[config.mk]
export PLATFORM = sky130hd
export DESIGN_NAME = pmac_top
export DESIGN_NICKNAME = d
export VERILOG_FILES = /design/src/hdl/pmac_pkg.sv /design/src/hdl/dot_accum.sv /design/src/hdl/exit_merge.sv /design/src/hdl/pmac_issue.sv /design/src/hdl/pmac_top.sv /design/src/hdl/pp_stage.sv
export SDC_FILE = /design/constraint.sdc
export NUM_CORES = 1
export LEC_CHECK = 0
export BUFFER_PORTS_ARGS = -buffer_cell sky130_fd_sc_hd__buf_4
export CORE_MARGIN = 5
export CORE_UTILIZATION = 50
export DETAILED_ROUTE_END_ITERATION = 10
export GPL_ROUTABILITY_DRIVEN = 0
export PLACE_DENSITY_LB_ADDON = 0.15
export SLEW_MARGIN = 20
export SYNTH_ARGS = -nofsm -noshare
export SYNTH_HDL_FRONTEND = slang
export SYNTH_HIERARCHICAL = 1
export SYNTH_SLANG_ARGS = --single-unit
[constraint.sdc]
create_clock -name clk -period 8.7 [get_ports clk]
set_clock_uncertainty 0.05 [all_clocks]
set_input_delay 0.87 -clock clk [delete_from_list [all_inputs] [get_ports clk]]
set_output_delay 0.87 -clock clk [all_outputs]
set_load 0.02 [all_outputs]
[src/hdl/pmac_pkg.sv]
/* Sizes, enums and pipeline structs shared by the precision-progressive MAC lane.
   RTL and testbench refer to everything here through pmac_pkg:: scoped names. */

package pmac_pkg;

    // --------------------------------------------------
    // Lane sizes
    // --------------------------------------------------
    localparam int DATA_W  = 16;
    localparam int LEN     = 8;
    localparam int SLICE_W = 4;
    localparam int PROD_W  = 32;
    // Eight maximal products need three guard bits
    localparam int ACC_W   = 35;
    localparam int IDX_W   = 3;
    // Merge sum holds up to three products at once
    localparam int MSUM_W  = 34;
    // Retired count must reach LEN itself
    localparam int CNT_W   = IDX_W + 1;

    // --------------------------------------------------
    // Enums
    // --------------------------------------------------
    // Code 2'd3 is not defined; issue treats it as full width
    typedef enum logic [1:0] {
        PREC_INT4   = 2'd0,
        PREC_INT8   = 2'd1,
        PREC_FULL16 = 2'd2
    } prec_t;

    typedef enum logic {
        IS_IDLE = 1'b0,
        IS_RUN  = 1'b1
    } issue_state_t;

    // Operand and precision vectors, element 0 in the low bits
    typedef logic [LEN-1:0][DATA_W-1:0] op_vec_t;
    typedef prec_t [LEN-1:0] prec_vec_t;

    // --------------------------------------------------
    // Pipeline structs
    // --------------------------------------------------
    // One multiply in flight, carrying its own precision
    typedef struct packed {
        logic              valid;
        prec_t             prec;
        logic [DATA_W-1:0] a;
        logic [DATA_W-1:0] b_rem;
        logic [PROD_W-1:0] psum;
    } mul_item_t;

    // Products retired by the merge stage in one cycle
    typedef struct packed {
        logic [1:0]        count;
        logic [MSUM_W-1:0] sum;
    } merge_t;

endpackage

[src/hdl/dot_accum.sv]
/* Dot-product accumulator. Adds each merged sum, counts retired items and pulses
   done when all LEN products are in; result holds until the next accepted start. */
`timescale 1ns/10ps

module dot_accum (
    input  logic                        clk,
    input  logic                        rst_n,
    input  pmac_pkg::merge_t            merged,
    input  logic                        start_accept,
    output logic                        done,
    output logic [pmac_pkg::ACC_W-1:0]  result
);

    logic [pmac_pkg::ACC_W-1:0]  acc_q;
    logic [pmac_pkg::CNT_W-1:0]  cnt_q;
    logic [pmac_pkg::CNT_W-1:0]  cnt_d;
    logic                        done_q;

    // Count after this cycle's retirements
    assign cnt_d = cnt_q + pmac_pkg::CNT_W'(merged.count);

    // --------------------------------------------------
    // Sum and retire count
    // --------------------------------------------------
    always_ff @(posedge clk or negedge rst_n) begin
        if (!rst_n) begin
            acc_q  <= '0;
            cnt_q  <= '0;
            done_q <= 1'b0;
        end else if (start_accept) begin
            // New vector pair, old result is dropped
            acc_q  <= '0;
            cnt_q  <= '0;
            done_q <= 1'b0;
        end else begin
            done_q <= 1'b0;
            if (merged.count != 2'd0) begin
                acc_q <= acc_q + pmac_pkg::ACC_W'(merged.sum);
                cnt_q <= cnt_d;
                // Single pulse, the count never passes LEN
                done_q <= (cnt_d == pmac_pkg::CNT_W'(pmac_pkg::LEN));
            end
        end
    end

    // --------------------------------------------------
    // Outputs
    // --------------------------------------------------
    // Result and done update on the same edge
    assign done   = done_q;
    assign result = acc_q;

endmodule

[src/hdl/exit_merge.sv]
/* Merge stage at the three multiplier exits. Items that end at an exit matching
   their precision are summed and counted together in one registered step. */
`timescale 1ns/10ps

module exit_merge (
    input  logic                  clk,
    input  logic                  rst_n,
    input  pmac_pkg::mul_item_t   exit4,
    input  pmac_pkg::mul_item_t   exit8,
    input  pmac_pkg::mul_item_t   exit16,
    output pmac_pkg::merge_t      merged
);

    logic                          hit4;
    logic                          hit8;
    logic                          hit16;
    logic [pmac_pkg::MSUM_W-1:0]   sum_d;
    logic [1:0]                    count_d;
    logic [pmac_pkg::MSUM_W-1:0]   sum_q;
    logic [1:0]                    count_q;

    // --------------------------------------------------
    // Exit selection
    // --------------------------------------------------
    // An item passing an exit at another precision is still in flight
    assign hit4  = exit4.valid  && (exit4.prec  == pmac_pkg::PREC_INT4);
    assign hit8  = exit8.valid  && (exit8.prec  == pmac_pkg::PREC_INT8);
    assign hit16 = exit16.valid && (exit16.prec == pmac_pkg::PREC_FULL16);

    // All three may land together, so every hit is added
    assign sum_d = (hit4  ? pmac_pkg::MSUM_W'(exit4.psum)  : '0)
                 + (hit8  ? pmac_pkg::MSUM_W'(exit8.psum)  : '0)
                 + (hit16 ? pmac_pkg::MSUM_W'(exit16.psum) : '0);

    assign count_d = {1'b0, hit4} + {1'b0, hit8} + {1'b0, hit16};

    // --------------------------------------------------
    // Output register
    // --------------------------------------------------
    always_ff @(posedge clk or negedge rst_n) begin
        if (!rst_n) begin
            count_q <= 2'd0;
        end else begin
            count_q <= count_d;
        end
    end

    always_ff @(posedge clk) begin
        sum_q <= sum_d;
    end

    assign merged = '{count: count_q, sum: sum_q};

endmodule

[src/hdl/pmac_issue.sv]
/* Issue stage of the MAC lane. Captures the operand and precision vectors on an
   accepted start and sends one masked item per cycle into the multiplier chain. */
`timescale 1ns/10ps

module pmac_issue (
    input  logic                  clk,
    input  logic                  rst_n,
    input  logic                  start,
    input  pmac_pkg::op_vec_t     a_vec,
    input  pmac_pkg::op_vec_t     v_vec,
    input  pmac_pkg::prec_vec_t   prec_vec,
    input  logic                  retire_done,
    output logic                  busy,
    output logic                  start_accept,
    output pmac_pkg::mul_item_t   item
);

    pmac_pkg::issue_state_t        state;
    logic [pmac_pkg::IDX_W-1:0]    idx;
    logic                          busy_q;

    // Captured vectors
    pmac_pkg::op_vec_t             a_q;
    pmac_pkg::op_vec_t             v_q;
    pmac_pkg::prec_vec_t           prec_q;
    pmac_pkg::prec_t               cur_prec;

    // Keep only the low bits that the precision allows
    function automatic logic [pmac_pkg::DATA_W-1:0] mask_op(
        input logic [pmac_pkg::DATA_W-1:0] op,
        input pmac_pkg::prec_t             p
    );
        logic [pmac_pkg::DATA_W-1:0] m;
        case (p)
            pmac_pkg::PREC_INT4: m = (pmac_pkg::DATA_W'(1) << pmac_pkg::SLICE_W) - 1'b1;
            pmac_pkg::PREC_INT8: m = (pmac_pkg::DATA_W'(1) << (2 * pmac_pkg::SLICE_W)) - 1'b1;
            default:             m = '1;
        endcase
        return op & m;
    endfunction

    // Start only counts while the previous result has retired
    assign start_accept = start & ~busy;
    // Busy falls in the same cycle as done
    assign busy = busy_q & ~retire_done;

    // --------------------------------------------------
    // Issue FSM and element counter
    // --------------------------------------------------
    always_ff @(posedge clk or negedge rst_n) begin
        if (!rst_n) begin
            state  <= pmac_pkg::IS_IDLE;
            idx    <= '0;
            busy_q <= 1'b0;
        end else begin
            if (start_accept) begin
                busy_q <= 1'b1;
            end else if (retire_done) begin
                busy_q <= 1'b0;
            end
            case (state)
                pmac_pkg::IS_IDLE: begin
                    if (start_accept) begin
                        state <= pmac_pkg::IS_RUN;
                        idx   <= '0;
                    end
                end
                pmac_pkg::IS_RUN: begin
                    idx <= idx + 1'b1;
                    // Last element leaves this cycle
                    if (idx == pmac_pkg::IDX_W'(pmac_pkg::LEN - 1)) begin
                        state <= pmac_pkg::IS_IDLE;
                    end
                end
                default: state <= pmac_pkg::IS_IDLE;
            endcase
        end
    end

    // Operand capture
    always_ff @(posedge clk) begin
        if (start_accept) begin
            a_q    <= a_vec;
            v_q    <= v_vec;
            prec_q <= prec_vec;
        end
    end

    // --------------------------------------------------
    // Item build for the current element
    // --------------------------------------------------
    always_comb begin
        // Undefined code runs as full width so it still retires
        case (prec_q[idx])
            pmac_pkg::PREC_INT4: cur_prec = pmac_pkg::PREC_INT4;
            pmac_pkg::PREC_INT8: cur_prec = pmac_pkg::PREC_INT8;
            default:             cur_prec = pmac_pkg::PREC_FULL16;
        endcase
        item.valid = (state == pmac_pkg::IS_RUN);
        item.prec  = cur_prec;
        item.a     = mask_op(a_q[idx], cur_prec);
        item.b_rem = mask_op(v_q[idx], cur_prec);
        item.psum  = '0;
    end

endmodule

[src/hdl/pmac_top.sv]
/* Top of the precision-progressive MAC lane. Wires issue, four multiplier
   stages, the exit merge and the accumulator into one pipeline. */
`timescale 1ns/10ps

module pmac_top (
    input  logic                        clk,
    input  logic                        rst_n,
    input  logic                        start,
    input  pmac_pkg::op_vec_t           a_vec,
    input  pmac_pkg::op_vec_t           v_vec,
    input  pmac_pkg::prec_vec_t         prec_vec,
    output logic                        busy,
    output logic                        done,
    output logic [pmac_pkg::ACC_W-1:0]  result
);

    // Item before stage 0 and after each of the four stages
    pmac_pkg::mul_item_t  stage_item [0:4];
    pmac_pkg::merge_t     merged;
    logic                 start_accept;

    // --------------------------------------------------
    // Issue
    // --------------------------------------------------
    pmac_issue issue_i (
        .clk          (clk),
        .rst_n        (rst_n),
        .start        (start),
        .a_vec        (a_vec),
        .v_vec        (v_vec),
        .prec_vec     (prec_vec),
        .retire_done  (done),
        .busy         (busy),
        .start_accept (start_accept),
        .item         (stage_item[0])
    );

    // --------------------------------------------------
    // Shift-and-add multiplier, slice s of b per stage
    // --------------------------------------------------
    for (genvar s = 0; s < 4; s++) begin : g_stage
        pp_stage #(
            .SHIFT (s)
        ) stage_i (
            .clk      (clk),
            .rst_n    (rst_n),
            .item_in  (stage_item[s]),
            .item_out (stage_item[s+1])
        );
    end

    // INT4 after stage 0, INT8 after stage 1, FULL16 after stage 3
    exit_merge merge_i (
        .clk    (clk),
        .rst_n  (rst_n),
        .exit4  (stage_item[1]),
        .exit8  (stage_item[2]),
        .exit16 (stage_item[4]),
        .merged (merged)
    );

    dot_accum accum_i (
        .clk          (clk),
        .rst_n        (rst_n),
        .merged       (merged),
        .start_accept (start_accept),
        .done         (done),
        .result       (result)
    );

endmodule

[src/hdl/pp_stage.sv]
/* One stage of the shift-and-add multiplier. Adds a times the low slice of b_rem,
   placed at slice position SHIFT, into the running sum; four stages form a product. */
`timescale 1ns/10ps

module pp_stage #(
    parameter int SHIFT = 0
) (
    input  logic                  clk,
    input  logic                  rst_n,
    input  pmac_pkg::mul_item_t   item_in,
    output pmac_pkg::mul_item_t   item_out
);

    // --------------------------------------------------
    // Slice partial product
    // --------------------------------------------------
    // x times a 4-bit slice, built from shifted copies of x
    function automatic logic [pmac_pkg::DATA_W+pmac_pkg::SLICE_W-1:0] slice_pp(
        input logic [pmac_pkg::DATA_W-1:0]  x,
        input logic [pmac_pkg::SLICE_W-1:0] y
    );
        logic [pmac_pkg::DATA_W+pmac_pkg::SLICE_W-1:0] acc;
        logic [pmac_pkg::DATA_W+pmac_pkg::SLICE_W-1:0] xw;
        acc = '0;
        xw  = {{pmac_pkg::SLICE_W{1'b0}}, x};
        for (int i = 0; i < pmac_pkg::SLICE_W; i++) begin
            if (y[i]) begin
                acc = acc + (xw << i);
            end
        end
        return acc;
    endfunction

    logic [pmac_pkg::DATA_W+pmac_pkg::SLICE_W-1:0] pp;
    logic [pmac_pkg::PROD_W-1:0]                   pp_placed;

    assign pp = slice_pp(item_in.a, item_in.b_rem[pmac_pkg::SLICE_W-1:0]);
    // Move to the weight of this slice within the product
    assign pp_placed = pmac_pkg::PROD_W'(pp) << (SHIFT * pmac_pkg::SLICE_W);

    // --------------------------------------------------
    // Stage registers
    // --------------------------------------------------
    logic                          valid_q;
    pmac_pkg::prec_t               prec_q;
    logic [pmac_pkg::DATA_W-1:0]   a_q;
    logic [pmac_pkg::DATA_W-1:0]   b_q;
    logic [pmac_pkg::PROD_W-1:0]   psum_q;

    always_ff @(posedge clk or negedge rst_n) begin
        if (!rst_n) begin
            valid_q <= 1'b0;
        end else begin
            valid_q <= item_in.valid;
        end
    end

    always_ff @(posedge clk) begin
        prec_q <= item_in.prec;
        a_q    <= item_in.a;
        // Consumed slice drops out the bottom
        b_q    <= item_in.b_rem >> pmac_pkg::SLICE_W;
        psum_q <= item_in.psum + pp_placed;
    end

    assign item_out = '{
        valid: valid_q,
        prec:  prec_q,
        a:     a_q,
        b_rem: b_q,
        psum:  psum_q
    };

endmodule

==> flow_metrics.env <==
export IMPL_status="complete, no violations"
export IMPL_slowest_delay_ns=0.71
export IMPL_end_kind="flip-flop"
export IMPL_power_internal_mw=4.73
export IMPL_drt_vias_per_instance=5.57
export IMPL_crit_top_cell="ha_1"
export IMPL_cts_root_buf="clkbuf_16"
export IMPL_first_global_vias=28200
export IMPL_start_util_pct=50.6
export IMPL_drive_gt1_share_pct=16.9
export IMPL_htreeDepth=3
export IMPL_path_class="flip-flop to flip-flop"
export IMPL_clkPwrFrac_pct=45.0
export IMPL_hold_buffers=0
export IMPL_leakage_nw=19.2
export IMPL_rsz0062_at_grt="no"
export IMPL_grt_max_degree=143
export IMPL_max_freq_ghz=0.126
export IMPL_die_h_um=288
export IMPL_die_x_um=288
export IMPL_design_die_area_um2=82800
export IMPL_crit_path_top_delay_cell="dfrtp_4"
export IMPL_ios=312
export IMPL_reg2reg_slack_ns=0.74
export IMPL_drt_pass1_iterations=5
export IMPL_grt_pass1_wl_mm=147
export IMPL_hold_path_class="input pin to asynchronous set/reset pin"
export IMPL_detailed_place_hpwl_mm=71.8
export IMPL_routedWlPerCell_um=17.7
export IMPL_portBuffers=311
export IMPL_hold_viol=0
export IMPL_cp_buffers_inverters=0
export IMPL_numCtsBuffers=66
export IMPL_crit_start="issue_i/idx[0]"
export IMPL_cts_resized_gates=0
export IMPL_r2r_start="issue_i/idx[0]"
export IMPL_antenna_found_initial=3
export IMPL_min_period_ns=7.96
export IMPL_fill_cells=6669
export IMPL_drc=0
export IMPL_swShare_pct=23.2
export IMPL_slew_headroom_pct=28.3
export IMPL_total_power_mw=6.16
export IMPL_pwr_density_cell_nw_per_um2=140
export IMPL_track_usage_pct=21.7
export IMPL_gr_total_overflow=0
export IMPL_startpoint_type="flip-flop"
export IMPL_worst_pin_slew_ns=1.07
export IMPL_crit_family="compound AO/OA/AOI/OAI gates"
export IMPL_synth_area_um2=38600
export IMPL_rows=101
export IMPL_area_growth_pct=14.0
export IMPL_nets=4781
export IMPL_worstPathMaxFanout=24
export IMPL_clk_latency_ns=0.64
export IMPL_fp_coreArea_um2=76200
export IMPL_pwr_share_seq_pct=48.0
export IMPL_power_frac_comb_pct=7.0
export IMPL_syn_avg_cell_area_um2=10.1
export IMPL_fin_crit_sh_pct=91.5
export IMPL_clk_path_buf_depth=3
export IMPL_drtIter0Drc=1893
export IMPL_cp_arrival_ns=8.43
export IMPL_r2r_end="g_stage[0].stage_i/psum_q[18]"
export IMPL_antenna_left=0
export IMPL_setup_viol=0
export IMPL_p_sw_mw=1.43
export IMPL_cap_violations=0
export IMPL_cp_required_ns=9.17
export IMPL_cts_tree="yes"
export IMPL_rr_worst_depth=28
export IMPL_path_clk_slew_ns=0.06
export IMPL_clock_sinks=565
export IMPL_slew_viol_final=0
export IMPL_yosys_warnings=6
export IMPL_finalWirelength_mm=92.0
export IMPL_synthCells=3820
export IMPL_stdcell_count=5187
export IMPL_cts_setup_buffers=0
export IMPL_peakVddDrop_mv=0.158
export IMPL_dp_cells=5074
export IMPL_num_vias=28900
export IMPL_setup_tns_ns=0
[metal layers]
metal  routed length, um  part of all wire [%]  GRT usage [%]
met1               40700                    44           28.2
met2               44900                    49           37.6
met3                4150                   4.5           3.82
met4                2200                   2.4           5.78
met5                  20                 0.022              0
[how the worst max path moves through the flow]
stage / to / slack [ns] / depth (start not counted)
3_3_place_gp: g_stage[0].stage_i/psum_q[18] / 0.86 / 28
3_5_place_dp: g_stage[0].stage_i/psum_q[18] / 0.77 / 28
4_1_cts: g_stage[0].stage_i/psum_q[18] / 0.72 / 28
5_1_grt: g_stage[0].stage_i/psum_q[18] / 0.26 / 29
2_1_floorplan: accum_i/result[16] / 0.72 / 4
6_report: g_stage[0].stage_i/psum_q[18] / 0.74 / 28
[sequential cells by signal, summed over array words and instances (netlist names), 16 cells and up]
name                    count
issue_i/prec_q             16
g_stage.stage_i/a_q        48
issue_i/v_q               128
issue_i/a_q               128
accum_i/result             35
g_stage.stage_i/b_q        24
merge_i/sum_q              34
g_stage.stage_i/psum_q    128
[power groups by stage]
| stage | logic [mW] | clock network [mW] | registers (mW) |
|---|---|---|---|
| 6_report | 0.431 | 2.78 | 2.96 |
| 5_1_grt | 0.482 | 2.97 | 2.97 |
| 4_1_cts | 0.431 | 2.86 | 2.96 |
| 3_5_place_dp | 0.426 | 0 | 3.02 |
| 3_3_place_gp | 0.422 | 0 | 3.02 |
| 2_1_floorplan | 0.275 | 0 | 2.98 |
[per-stage QoR]
step                cell area, um^2  worst slack [ns]  util, %  hold slack, ns
floorplan                     38700             0.717        -           0.260
detailed placement            41800             0.769     54.8           0.262
global placement              41800             0.856     54.8           0.261
CTS                           44000             0.716     57.7           0.212
global route                  44000             0.258     57.7           0.266
finish                        44000             0.738     57.7           0.221
[cell type report]
type                       instances  area (um^2)  area share [%]
timing repair buffer             341         2570            5.85
antenna                            2         5.00          0.0114
sequential                       565        14300            32.5
tap                             1030         1290            2.93
clock buffer                      85         1790            4.08
multi-input combinational       3010        23100            52.6
inverter                         128          488            1.11
clock inverter                    26          403           0.917
[cell usage in the layout (no fill, tap or decap), types with 41 or more instances in the layout]
cell type / n
mux2_2: 104
buf_4: 340
dfrtp_1: 48
xor2_1: 118
mux4_2: 68
a21o_1: 130
o21a_1: 52
o21ai_0: 168
o211ai_1: 41
xnor2_1: 196
ha_1: 373
nor2_1: 218
inv_1: 122
nand3_1: 65
dfxtp_1: 242
edfxtp_1: 272
nand2_1: 285
clkbuf_16: 66
mux2i_1: 44
and2_1: 151
a21oi_1: 322
nor3_1: 60
No activity file was read; power rests on OpenSTA's default activity.
